### src/hdl/vertex_job_pkg.sv
////////////////////////////////////////////////////////////
// Widths, sizes and enums for the vertex job fetcher
////////////////////////////////////////////////////////////

`default_nettype none

package vertex_job_pkg;

	// Vertex and cacheline geometry
	localparam int VERTEX_BITS = 32;
	localparam int LINE_VERTS = 4;
	localparam int LINE_BITS = VERTEX_BITS * LINE_VERTS;
	localparam int LINE_BYTES = LINE_BITS / 8;
	localparam int LINE_SEL_BITS = $clog2(LINE_VERTS);

	localparam int ADDR_BITS = 32;
	localparam int CHUNK_BITS = 3;

	// Job FIFO sizing
	localparam int JOB_FIFO_DEPTH = 8;
	localparam int FIFO_PTR_BITS = $clog2(JOB_FIFO_DEPTH);

	typedef enum logic [1:0] {
		IN_DEGREE,
		OUT_DEGREE,
		EDGES_IDX
	} array_kind_t;

	typedef enum logic [2:0] {
		FETCH_IDLE,
		FETCH_LOAD,
		FETCH_WAIT_ROOM,
		FETCH_CMD_IN,
		FETCH_CMD_OUT,
		FETCH_CMD_EDGES,
		FETCH_WAIT_DATA,
		FETCH_SHIFT
	} fetch_state_t;

endpackage

`default_nettype wire
### src/hdl/vertex_job_control.sv
////////////////////////////////////////////////////////////
// Vertex job fetcher top level
////////////////////////////////////////////////////////////

`timescale 1ns/1ps
`default_nettype none

module vertex_job_control (
	input  logic clock,
	input  logic rstn,
	input  logic start,
	input  logic [vertex_job_pkg::ADDR_BITS-1:0] in_degree_base,
	input  logic [vertex_job_pkg::ADDR_BITS-1:0] out_degree_base,
	input  logic [vertex_job_pkg::ADDR_BITS-1:0] edges_idx_base,
	input  logic [31:0] num_vertices,
	input  logic data_valid,
	input  vertex_job_pkg::array_kind_t data_kind,
	input  logic [vertex_job_pkg::LINE_BITS-1:0] data_line,
	input  logic vertex_request,
	output logic cmd_valid,
	output logic [vertex_job_pkg::ADDR_BITS-1:0] cmd_addr,
	output vertex_job_pkg::array_kind_t cmd_kind,
	output logic [vertex_job_pkg::CHUNK_BITS-1:0] cmd_size,
	output logic busy,
	output logic vertex_valid,
	output logic [vertex_job_pkg::VERTEX_BITS-1:0] vertex_id,
	output logic [vertex_job_pkg::VERTEX_BITS-1:0] vertex_in_degree,
	output logic [vertex_job_pkg::VERTEX_BITS-1:0] vertex_out_degree,
	output logic [vertex_job_pkg::VERTEX_BITS-1:0] vertex_edges_idx,
	output logic [31:0] filtered_count,
	output logic [31:0] edge_job_count
);
	import vertex_job_pkg::*;

	logic load, take_chunk, shift_step, shift_clear;
	logic clear_ready, shift_valid;
	logic has_more, shift_last, all_ready, room_for_line;
	logic [CHUNK_BITS-1:0] shift_index;
	logic [ADDR_BITS-1:0] line_offset;
	logic [VERTEX_BITS-1:0] in_word, out_word, edges_word;
	logic push;
	logic [VERTEX_BITS-1:0] job_id, job_in, job_out, job_edges;

	assign cmd_addr = ((cmd_kind == IN_DEGREE) ? in_degree_base :
		(cmd_kind == OUT_DEGREE) ? out_degree_base : edges_idx_base) + line_offset;

	vertex_fetch_fsm u_fsm (
		.clock(clock), .rstn(rstn), .start(start),
		.has_more(has_more), .shift_last(shift_last),
		.all_ready(all_ready), .room_for_line(room_for_line),
		.load(load), .take_chunk(take_chunk),
		.shift_step(shift_step), .shift_clear(shift_clear),
		.clear_ready(clear_ready), .shift_valid(shift_valid),
		.busy(busy), .cmd_valid(cmd_valid), .cmd_kind(cmd_kind)
	);

	vertex_chunk_counter u_counter (
		.clock(clock), .rstn(rstn), .load(load), .take_chunk(take_chunk),
		.shift_step(shift_step), .shift_clear(shift_clear),
		.num_vertices(num_vertices), .chunk_size(cmd_size),
		.shift_index(shift_index), .line_offset(line_offset),
		.has_more(has_more), .shift_last(shift_last)
	);

	vertex_line_store u_lines (
		.clock(clock), .rstn(rstn), .data_valid(data_valid),
		.clear_ready(clear_ready), .data_kind(data_kind),
		.data_line(data_line), .shift_index(shift_index),
		.all_ready(all_ready), .in_word(in_word),
		.out_word(out_word), .edges_word(edges_word)
	);

	vertex_job_builder u_builder (
		.clock(clock), .rstn(rstn), .load(load), .shift_valid(shift_valid),
		.in_word(in_word), .out_word(out_word), .edges_word(edges_word),
		.push(push), .job_id(job_id), .job_in(job_in),
		.job_out(job_out), .job_edges(job_edges),
		.filtered_count(filtered_count), .edge_job_count(edge_job_count)
	);

	vertex_job_fifo u_fifo (
		.clock(clock), .rstn(rstn), .push(push), .pop(vertex_request),
		.in_id(job_id), .in_in(job_in), .in_out(job_out), .in_edges(job_edges),
		.not_empty(vertex_valid), .room_for_line(room_for_line),
		.head_id(vertex_id), .head_in(vertex_in_degree),
		.head_out(vertex_out_degree), .head_edges(vertex_edges_idx)
	);

endmodule

`default_nettype wire

### src/hdl/vertex_job_fifo.sv
////////////////////////////////////////////////////////////
// Show-ahead job FIFO with room-for-a-line flag
////////////////////////////////////////////////////////////

`timescale 1ns/1ps
`default_nettype none

module vertex_job_fifo (
	input  logic clock,
	input  logic rstn,
	input  logic push,
	input  logic pop,
	input  logic [vertex_job_pkg::VERTEX_BITS-1:0] in_id,
	input  logic [vertex_job_pkg::VERTEX_BITS-1:0] in_in,
	input  logic [vertex_job_pkg::VERTEX_BITS-1:0] in_out,
	input  logic [vertex_job_pkg::VERTEX_BITS-1:0] in_edges,
	output logic not_empty,
	output logic room_for_line,
	output logic [vertex_job_pkg::VERTEX_BITS-1:0] head_id,
	output logic [vertex_job_pkg::VERTEX_BITS-1:0] head_in,
	output logic [vertex_job_pkg::VERTEX_BITS-1:0] head_out,
	output logic [vertex_job_pkg::VERTEX_BITS-1:0] head_edges
);
	import vertex_job_pkg::*;

	logic [4*VERTEX_BITS-1:0] mem [JOB_FIFO_DEPTH];
	logic [FIFO_PTR_BITS-1:0] wr_ptr;
	logic [FIFO_PTR_BITS-1:0] rd_ptr;
	logic [FIFO_PTR_BITS:0] count;
	logic do_pop;

	assign not_empty = (count != '0);
	assign do_pop = pop && not_empty;

	// A push still in flight counts as occupied
	assign room_for_line = (32'(count) + 32'(push)) <= 32'(JOB_FIFO_DEPTH - LINE_VERTS);

	assign {head_id, head_in, head_out, head_edges} = mem[rd_ptr];

	always_ff @(posedge clock) begin
		if (push)
			mem[wr_ptr] <= {in_id, in_in, in_out, in_edges};
	end

	always_ff @(posedge clock or negedge rstn) begin
		if (!rstn) begin
			wr_ptr <= '0;
			rd_ptr <= '0;
			count <= '0;
		end else begin
			if (push)
				wr_ptr <= wr_ptr + FIFO_PTR_BITS'(1);
			if (do_pop)
				rd_ptr <= rd_ptr + FIFO_PTR_BITS'(1);
			if (push && !do_pop)
				count <= count + 1'b1;
			else if (do_pop && !push)
				count <= count - 1'b1;
		end
	end

endmodule

`default_nettype wire

### src/hdl/vertex_job_builder.sv
////////////////////////////////////////////////////////////
// Vertex assembly, id numbering, zero out-degree filter
////////////////////////////////////////////////////////////

`timescale 1ns/1ps
`default_nettype none

module vertex_job_builder (
	input  logic clock,
	input  logic rstn,
	input  logic load,
	input  logic shift_valid,
	input  logic [vertex_job_pkg::VERTEX_BITS-1:0] in_word,
	input  logic [vertex_job_pkg::VERTEX_BITS-1:0] out_word,
	input  logic [vertex_job_pkg::VERTEX_BITS-1:0] edges_word,
	output logic push,
	output logic [vertex_job_pkg::VERTEX_BITS-1:0] job_id,
	output logic [vertex_job_pkg::VERTEX_BITS-1:0] job_in,
	output logic [vertex_job_pkg::VERTEX_BITS-1:0] job_out,
	output logic [vertex_job_pkg::VERTEX_BITS-1:0] job_edges,
	output logic [31:0] filtered_count,
	output logic [31:0] edge_job_count
);
	import vertex_job_pkg::*;

	logic [VERTEX_BITS-1:0] next_id;
	logic keep;

	// Vertices without outgoing edges produce no work
	assign keep = (out_word != '0);

	always_ff @(posedge clock or negedge rstn) begin
		if (!rstn) begin
			push <= 1'b0;
			next_id <= '0;
			filtered_count <= '0;
			edge_job_count <= '0;
		end else begin
			push <= shift_valid && keep;
			if (load)
				next_id <= '0;
			else if (shift_valid)
				next_id <= next_id + VERTEX_BITS'(1);

			if (shift_valid && keep)
				edge_job_count <= edge_job_count + 32'(out_word);
			else if (shift_valid)
				filtered_count <= filtered_count + 32'd1;
		end
	end

	always_ff @(posedge clock) begin
		if (shift_valid) begin
			job_id <= next_id;
			job_in <= in_word;
			job_out <= out_word;
			job_edges <= edges_word;
		end
	end

endmodule

`default_nettype wire

### src/hdl/vertex_line_store.sv
////////////////////////////////////////////////////////////
// Line registers per array kind, ready flags
// Word select at the shift index with byte swap
////////////////////////////////////////////////////////////

`timescale 1ns/1ps
`default_nettype none

module vertex_line_store (
	input  logic clock,
	input  logic rstn,
	input  logic data_valid,
	input  logic clear_ready,
	input  vertex_job_pkg::array_kind_t data_kind,
	input  logic [vertex_job_pkg::LINE_BITS-1:0] data_line,
	input  logic [vertex_job_pkg::CHUNK_BITS-1:0] shift_index,
	output logic all_ready,
	output logic [vertex_job_pkg::VERTEX_BITS-1:0] in_word,
	output logic [vertex_job_pkg::VERTEX_BITS-1:0] out_word,
	output logic [vertex_job_pkg::VERTEX_BITS-1:0] edges_word
);
	import vertex_job_pkg::*;

	logic [LINE_BITS-1:0] in_line;
	logic [LINE_BITS-1:0] out_line;
	logic [LINE_BITS-1:0] edges_line;
	logic [2:0] ready;
	logic [LINE_SEL_BITS-1:0] sel;

	// Memory words arrive big endian
	function automatic logic [VERTEX_BITS-1:0] pick_word(
		input logic [LINE_BITS-1:0] line,
		input logic [LINE_SEL_BITS-1:0] idx
	);
		logic [VERTEX_BITS-1:0] word;
		word = line[idx*VERTEX_BITS +: VERTEX_BITS];
		return {<<8{word}};
	endfunction

	always_ff @(posedge clock) begin
		if (data_valid) begin
			case (data_kind)
				IN_DEGREE: in_line <= data_line;
				OUT_DEGREE: out_line <= data_line;
				default: edges_line <= data_line;
			endcase
		end
	end

	always_ff @(posedge clock or negedge rstn) begin
		if (!rstn) begin
			ready <= '0;
		end else begin
			if (clear_ready)
				ready <= '0;
			if (data_valid)
				ready[data_kind] <= 1'b1;
		end
	end

	assign all_ready = &ready;

	assign sel = shift_index[LINE_SEL_BITS-1:0];
	assign in_word = pick_word(in_line, sel);
	assign out_word = pick_word(out_line, sel);
	assign edges_word = pick_word(edges_line, sel);

endmodule

`default_nettype wire

### src/hdl/vertex_chunk_counter.sv
////////////////////////////////////////////////////////////
// Remaining vertices, line offset and shift index
////////////////////////////////////////////////////////////

`timescale 1ns/1ps
`default_nettype none

module vertex_chunk_counter (
	input  logic clock,
	input  logic rstn,
	input  logic load,
	input  logic take_chunk,
	input  logic shift_step,
	input  logic shift_clear,
	input  logic [31:0] num_vertices,
	output logic [vertex_job_pkg::CHUNK_BITS-1:0] chunk_size,
	output logic [vertex_job_pkg::CHUNK_BITS-1:0] shift_index,
	output logic [vertex_job_pkg::ADDR_BITS-1:0] line_offset,
	output logic has_more,
	output logic shift_last
);
	import vertex_job_pkg::*;

	logic [31:0] remaining;
	logic [ADDR_BITS-1:0] next_offset;
	logic [CHUNK_BITS-1:0] next_size;

	// Full line unless the tail of the job is shorter
	assign next_size = (remaining > LINE_VERTS) ? CHUNK_BITS'(LINE_VERTS) :
		remaining[CHUNK_BITS-1:0];

	assign has_more = (remaining != '0);
	assign shift_last = (shift_index == chunk_size - CHUNK_BITS'(1));

	always_ff @(posedge clock or negedge rstn) begin
		if (!rstn) begin
			remaining <= '0;
			next_offset <= '0;
			line_offset <= '0;
			chunk_size <= '0;
			shift_index <= '0;
		end else begin
			if (load) begin
				remaining <= num_vertices;
				next_offset <= '0;
				line_offset <= '0;
			end else if (take_chunk) begin
				// line_offset holds still while the three commands go out
				chunk_size <= next_size;
				remaining <= remaining - 32'(next_size);
				line_offset <= next_offset;
				next_offset <= next_offset + ADDR_BITS'(LINE_BYTES);
			end

			if (shift_clear)
				shift_index <= '0;
			else if (shift_step)
				shift_index <= shift_index + CHUNK_BITS'(1);
		end
	end

endmodule

`default_nettype wire

### src/hdl/vertex_fetch_fsm.sv
////////////////////////////////////////////////////////////
// Fetch FSM for command issue, data wait and shift-out
////////////////////////////////////////////////////////////

`timescale 1ns/1ps
`default_nettype none

module vertex_fetch_fsm (
	input  logic clock,
	input  logic rstn,
	input  logic start,
	input  logic has_more,
	input  logic shift_last,
	input  logic all_ready,
	input  logic room_for_line,
	output logic load,
	output logic take_chunk,
	output logic shift_step,
	output logic shift_clear,
	output logic clear_ready,
	output logic shift_valid,
	output logic busy,
	output logic cmd_valid,
	output vertex_job_pkg::array_kind_t cmd_kind
);
	import vertex_job_pkg::*;

	fetch_state_t state;
	fetch_state_t next_state;

	always_ff @(posedge clock or negedge rstn) begin
		if (!rstn) begin
			state <= FETCH_IDLE;
		end else begin
			state <= next_state;
		end
	end

	always_comb begin
		next_state = state;
		case (state)
			FETCH_IDLE: if (start) next_state = FETCH_LOAD;
			FETCH_LOAD: next_state = FETCH_WAIT_ROOM;
			FETCH_WAIT_ROOM: begin
				if (!has_more)
					next_state = FETCH_IDLE;
				else if (room_for_line)
					next_state = FETCH_CMD_IN;
			end
			FETCH_CMD_IN: next_state = FETCH_CMD_OUT;
			FETCH_CMD_OUT: next_state = FETCH_CMD_EDGES;
			FETCH_CMD_EDGES: next_state = FETCH_WAIT_DATA;
			FETCH_WAIT_DATA: if (all_ready) next_state = FETCH_SHIFT;
			FETCH_SHIFT: begin
				// Last vertex of the chunk decides between next chunk and idle
				if (shift_last)
					next_state = has_more ? FETCH_WAIT_ROOM : FETCH_IDLE;
			end
			default: next_state = FETCH_IDLE;
		endcase
	end

	assign busy = (state != FETCH_IDLE);
	assign load = (state == FETCH_LOAD);
	assign take_chunk = (state == FETCH_WAIT_ROOM) && has_more && room_for_line;

	// Lines complete, release the flags and rewind the shift index
	assign clear_ready = (state == FETCH_WAIT_DATA) && all_ready;
	assign shift_clear = clear_ready;

	assign shift_valid = (state == FETCH_SHIFT);
	assign shift_step = shift_valid;

	assign cmd_valid = (state == FETCH_CMD_IN) || (state == FETCH_CMD_OUT) ||
		(state == FETCH_CMD_EDGES);

	always_comb begin
		case (state)
			FETCH_CMD_OUT: cmd_kind = OUT_DEGREE;
			FETCH_CMD_EDGES: cmd_kind = EDGES_IDX;
			default: cmd_kind = IN_DEGREE;
		endcase
	end

endmodule

`default_nettype wire

### config.mk
export PLATFORM = sky130hd
export DESIGN_NAME = vertex_job_control
export DESIGN_NICKNAME = d
export VERILOG_FILES = /design/src/hdl/vertex_job_pkg.sv /design/src/hdl/vertex_job_control.sv /design/src/hdl/vertex_job_fifo.sv /design/src/hdl/vertex_job_builder.sv /design/src/hdl/vertex_line_store.sv /design/src/hdl/vertex_chunk_counter.sv /design/src/hdl/vertex_fetch_fsm.sv
export SDC_FILE = /design/constraint.sdc
export NUM_CORES = 2
export LEC_CHECK = 0
export BUFFER_PORTS_ARGS = -buffer_cell sky130_fd_sc_hd__buf_2
export CORE_UTILIZATION = 55
export DETAILED_ROUTE_END_ITERATION = 12
export GPL_TIMING_DRIVEN = 1
export PLACE_DENSITY = 0.74
export SYNTH_ARGS = -nofsm -noshare
export SYNTH_HDL_FRONTEND = slang
export SYNTH_SLANG_ARGS = --single-unit
### constraint.sdc
create_clock -name clock -period 31.5 [get_ports clock]
set_clock_uncertainty 0.1 [all_clocks]
set_input_delay 1.575 -clock clock [delete_from_list [all_inputs] [get_ports clock]]
set_output_delay 1.575 -clock clock [all_outputs]
set_load 0.05 [all_outputs]
### After elaboration in Yosys (flattened, before gate mapping)

Memory sizes are Yosys's and may differ from the RTL's.
Cells that the tools add are included.

* $lt $le $gt $ge: 4
* shifts and indexed selects: 3
* bitwise gates (word level): 4
* add/sub/neg operators: 13
* equal/unequal tests: 14
* mux-type cells: 29
* reduce and logical (&&, ||, !) cells: 31

Operators with widths (number)
* $shiftx A128 B8 Y32: 3
* $mux W32: 10
* $add A32 B1 Y32 const B: 2
* $add A32 B32 Y32: 2
* $reduce_bool A32 Y1: 2
* $add A32 B5 Y32 const B: 1
* $gt A32 B3 Y1 const B: 1
* $le A32 B3 Y1 const B: 1
* $sub A32 B3 Y32: 1
* $mux W3: 10
* $pmux W3 S8: 1
* $eq A3 B3 Y1 const B: 4
* $reduce_and A2 Y1: 5
* $add A3 B1 Y3 const B: 3
* $logic_and A1 B1 Y1: 8
* $mux W4: 2
* $reduce_bool A2 Y1: 4
* $eq A3 B2 Y1 const B: 2
* $add A4 B1 Y5: 1
* $add A4 B1 Y4 const B: 1
* $eq A2 B1 Y1 const B: 2
* $logic_not A2 Y1: 2
* $ne A2 B2 Y1 const B: 2
* $pmux W2 S2: 1
* 21 further kinds: 27

* input port bits: 263
* output and inout bits: 232
* bits in registers: 727
* memory bits (writable): 1024
* memories: 1
* logic and storage cells: 120

Memories
* u_fifo.mem: words 8, width 128, rd ports 1, clocked after Yosys merged registers in 0, wr ports 1, RTL line vertex_job_fifo.sv:26 `logic [4*VERTEX_BITS-1:0] mem [JOB_FIFO_DEPTH];`

### Depth between registers and ports, before layout

* depth after elaboration: 6
* depth in mapped cells: 18
* gate-level depth less buffers: 15

### Hierarchy

From an unflattened synthesis, not the netlist that was laid out.

* cells, all modules: 3756
* area total of the unflattened synthesis: 70631.5 µm²

By module, submodules not included
* vertex_job_fifo: instances 1, sequential area each 30999.7 µm², area an instance 39110.0 µm², cells each 1550
* vertex_line_store: instances 1, sequential area each 11606.1 µm², area an instance 13979.7 µm², cells each 516
* vertex_job_builder: instances 1, sequential area each 6271.0 µm², area an instance 9731.8 µm², cells each 770
* vertex_chunk_counter: instances 1, sequential area each 2377.3 µm², area an instance 5087.4 µm², cells each 537
* vertex_job_control: instances 1, sequential area each 0.0 µm², area an instance 2444.8 µm², cells each 348
* vertex_fetch_fsm: instances 1, sequential area each 75.1 µm², area an instance 277.8 µm², cells each 35

### Worst setup path after synthesis

OpenSTA, ideal clock, no wires.

* kind: input to register
* start point: input port data_kind[0]
* end point: register u_lines.in_line[0] (enable)
* slack: 19.666 ns
* stages on the path: 1
* setup time: 0.803 ns
* required time: 30.597 ns
* arrival time: 10.930 ns
* buffers on the path: 0
* cell sequence: nor3b_1

* longest elaborated chain between the ends: 2

Ends and longest elaborated chain
* from (decl): RTL line vertex_job_control.sv:17 `input vertex_job_pkg::array_kind_t data_kind,`
* $logic_not A2 Y1: RTL line vertex_line_store.sv:42 `case (data_kind)`
* $reduce_and A2 Y1 (no line)
* to (signal assigned): RTL line vertex_line_store.sv:43 `IN_DEGREE: in_line <= data_line;`
* to (decl): RTL line vertex_line_store.sv:24 `logic [LINE_BITS-1:0] in_line;`

Every way passes these cells.
A chain may end at the register's enable or synchronous reset.

### Final worst setup path

* start point: register u_fsm.state[2]
* end point: output port cmd_addr[31] (netlist name)

* longest elaborated chain between the ends: 6
* elaborated cells between the ends (all ways): 8
* those cells by class: 1 x add/sub; 3 x eq/ne; 3 x mux; 1 x reduce/logical

Ends and longest elaborated chain
* from (decl): RTL line vertex_fetch_fsm.sv:28 `fetch_state_t state;`
* from (signal assigned): RTL line vertex_fetch_fsm.sv:35 `state <= next_state;`
* $eq A3 B3 Y1: RTL line vertex_fetch_fsm.sv:78 `case (state)`
* $pmux W2 S2 *: RTL line vertex_fetch_fsm.sv:78
* $eq A2 B1 Y1: RTL line vertex_job_control.sv:45 `(cmd_kind == OUT_DEGREE) ? out_degree_base : edges_idx_base) + line_offset;`
* $mux W32: RTL line vertex_job_control.sv:45
* $mux W32 *: RTL line vertex_job_control.sv:44 `assign cmd_addr = ((cmd_kind == IN_DEGREE) ? in_degree_base :`
* $add A32 B32 Y32 *: RTL line vertex_job_control.sv:45
* to (decl): RTL line vertex_job_control.sv:21 `output logic [vertex_job_pkg::ADDR_BITS-1:0] cmd_addr,`

Mark *: on every way between the ends. The rest lies on a longest branch, timed or not.

==> flow_metrics.tcl <==
set metrics [dict create \
    layout.nets 4585 \
    cts_buffers 172 \
    io_buffers 494 \
    htree_levels 4 \
    detail_route.wl_per_cell_um 26.31 \
    die_area_mm2 0.1276 \
    min_from "u_lines.ready[1]" \
    rr_endpoint "u_builder.edge_job_count[31]" \
    track_usage_pct 25.21 \
    grt.busiest_layer "met2" \
    critical_path_arrival_ns 5.48 \
    worstHoldPathType "reg -> reg" \
    p_seq_share_pct 40.6 \
    drc 0 \
    met2_usage_pct 40.74 \
    antenna_found_initial 36 \
    rows 129 \
    dp_hpwl_mm 98.29 \
    finalCriticalPeriod_ns 7.154 \
    avgSynthCellArea_um2 18.88 \
    grt_pass1_vias 36573 \
    required_ns 29.83 \
    power_density_mw_per_mm2 102.1 \
    pin_count 495 \
    synth_area_mm2 0.06937 \
    period_share_pct 22.71 \
    syn-num-nets 4016 \
    clk_pin_slew_worst_paths_ns 0.06 \
    hold_violations 0 \
    core_mm2 0.1244 \
    p_leak_uw 0.02808 \
    synthFlopType "edfxtp_1" \
    drtIter0Drc 3181 \
    postPlaceCellArea_mm2 0.07387 \
    clk_path_buf_depth 3 \
    pwr-share-clk_pct 25.6 \
    grt_util_met3_pct 6.112 \
    synthDistinctLibCells 77 \
    reg2reg_from "u_counter.shift_index[0]" \
    synth_top_cell_area_share_pct 66.49 \
    yosys_warnings 0 \
    clk_latency_ns 0.79 \
    die_w_um 357.1 \
    drive_gt1_share_pct 30.52 \
    synth_top_area_cell "edfxtp_1" \
    status "complete, no violations" \
    postLayoutCellArea_mm2 0.07971 \
    synth_edf_count 1536 \
    tightest_slew_ns 1.134 \
    max_freq_mhz 139.8 \
    rrSetupSlack_ns 26.06 \
    hold_end "u_lines.ready[1]" \
    cp-end-kind "primary output" \
    clkSinkCount 1744 \
    worstRegToRegCells 13 \
    synth_cells 3675 \
    fin_cells 6034 \
    wl_mm 158.7 \
    slew_headroom_pct 24.39 \
    grt_max_degree 116 \
    synth_area_leaders "edfxtp_1 66%, mux4_2 11%, dfrtp_1 7.5%" \
    area_delta_synth_final_pct 14.90 \
    yosysSeqAreaShare_pct 73.99 \
    internal_power_uw 5193 \
    gr-usage-met1_pct 33.75 \
    die_y_um 357.1 \
    drv_cap 0 \
    holdPathStages 1 \
    worst_ir_drop_vdd_mv 0.07357 \
    worstPathMaxFanout 65 \
    start_util_pct 55.75 \
    synthArstFlopShare_pct 11.93 \
    cts_hold_buf 0 \
    pwr-share-comb_pct 33.7 \
    ys_ff_latch 1744 \
    dr_total_vias 36184 \
    drv_slew 0 \
    globalRouteOverflowTotal 0 \
    post-cts-setup-buffers 0 \
    rsz0062_at_grt "no" \
    cts_resized 0 \
    criticalPathCategory "reg -> out" \
    switching_share_pct 36.19 \
    setup-tns-final_ns 0 \
    drt-pass1-iter-count 7 \
    fin_total_pwr_uw 8139 \
    cts_tree "done" \
    setup_violations 0 \
    startpoint_type "register" \
    cts_root_buffer "clkbuf_16" \
    drt.antenna.violating_nets 0 \
    place_congestion 0.8800 \
    grt_first_pass_wirelength_mm 233.6 \
    dp.cells 5707 \
    power.switching_uw 2945 \
    vias_per_cell 5.997 \
]
-- layer usage --
| metal | part of all wire [%] | routed length, um |
|---|---|---|
| met4 | 3.2 | 5008 |
| met5 | 0.14 | 224 |
| met3 | 7.4 | 11770 |
| met1 | 41 | 64420 |
| met2 | 49 | 77300 |
-- critical path: stages (launching register included) --
cell	delay, ns
dfrtp_1	0.55
clkinv_1	0.30
nor3_2	0.17
buf_4	0.48
o21ai_0	0.29
ha_1	0.33
a21o_1	0.18
a21oi_1	0.27
o21a_1	0.19
nor4_1	0.07
o31ai_1	0.25
buf_4	0.18
a41oi_1	0.19
a221o_1	0.35
a21oi_1	0.39
xnor2_1	0.19
buf_2	0.30
-- sequential cells by signal, summed over array words and instances (netlist names) --
register	count
u_fifo.mem	1024
u_lines.edges_line	128
u_lines.in_line	128
u_lines.out_line	128
u_builder.edge_job_count	32
u_builder.filtered_count	32
u_builder.job_edges	32
u_builder.job_id	32
u_builder.job_in	32
u_builder.job_out	32
u_builder.next_id	32
u_counter.remaining	32
u_counter.line_offset	29
u_counter.next_offset	28
u_fifo.count	4
u_counter.chunk_size	3
u_counter.shift_index	3
u_fifo.rd_ptr	3
u_fifo.wr_ptr	3
u_fsm.state	3
u_lines.ready	3
u_builder.push	1
-- cells in the final DEF (no fill, tap or decap), drive strengths merged, types with 64 or more instances in the layout --
cell type,count
o21ai,154
mux4,352
xor2,69
clkbuf,217
mux2,132
a21oi,95
ha,75
nor2,118
clkinv,73
xnor2,74
buf,548
dfrtp,208
nand3,64
edfxtp,1536
nand2,242
-- how the worst max path moves through the flow --
stage / from / endpoint / slack (ns) / depth (start not counted)
2_1_floorplan: data_kind[0] / u_lines.in_line[0] / 19.67 / 1
3_3_place_gp: in_degree_base[1] / cmd_addr[31] / 25.00 / 15
3_5_place_dp: in_degree_base[1] / cmd_addr[31] / 24.93 / 15
4_1_cts: u_fsm.state[2] / cmd_addr[31] / 24.28 / 16
5_1_grt: u_fsm.state[2] / cmd_addr[31] / 24.01 / 16
6_report: u_fsm.state[2] / cmd_addr[31] / 24.35 / 16
-- cell families after synthesis --
logic type	Yosys count	synth area share [%]
xor gates and xnor gates	143	1.805
DFF	1744	73.99
muxes	517	14.05
AOI/OAI and AO/OA	378	3.297
buffers and inverters	194	1.102
adders and majority gates	79	1.454
and+or+nand+nor	619	4.298
other	1	0.005406
-- synth_stat cells, types with 6 or more instances --
master    instances
a21o_1           27
mux4_2          352
nor4_1           20
inv_1            40
buf_2             8
xor2_1           69
o21ai_0         152
or4_1             7
and2_1            7
or2_2             6
nor2_1          116
nor3b_1           6
a21oi_1          95
nand2b_1         15
mux2i_1          33
nand3b_1          6
nand4_1          22
edfxtp_1       1536
a221o_1          11
o21a_1            6
xnor2_1          74
o211ai_1         13
nand2_1         242
buf_1            44
nor2b_1          11
and3_1           29
dfrtp_1         208
and4_1            9
mux2_2          132
o21bai_1          9
nor3_1           27
a31oi_1           8
or3_1            15
o31ai_1           7
a211oi_1          6
o311ai_0          7
ha_1             75
clkbuf_1         96
nand3_1          64
-- metrics by stage --
step | util [%] | setup WS (ns) | hold slack [ns]
floorplan | - | 19.67 | 0.3338
finish | 64.05 | 24.35 | 0.3697
global route | 64.05 | 24.01 | 0.3816
CTS | 64.04 | 24.28 | 0.3727
global placement | 59.36 | 25.00 | 0.3548
detailed placement | 59.36 | 24.93 | 0.3597
-- final cells by class --
class                   instances  area (um2)
diodes                          6       15.01
clock buffers                 217        4677
clock inverters               104        1144
fillers                      8433       44740
inverters                      41       158.9
multi-input cells            1737       17380
flip-flops and latches       1744       51350
well taps                    1637        2048
repair buffers                548        2938
-- power by group through the flow --
stage          Clock (uW)  Combinational (uW)  Sequential (uW)
3_3_place_gp            0                2750             3330
3_5_place_dp            0                2770             3360
5_1_grt              2210                2910             3350
2_1_floorplan           0                1990             3320
4_1_cts              2120                2780             3310
6_report             2090                2750             3310
Note: power is estimated with default switching activity, not from simulation.
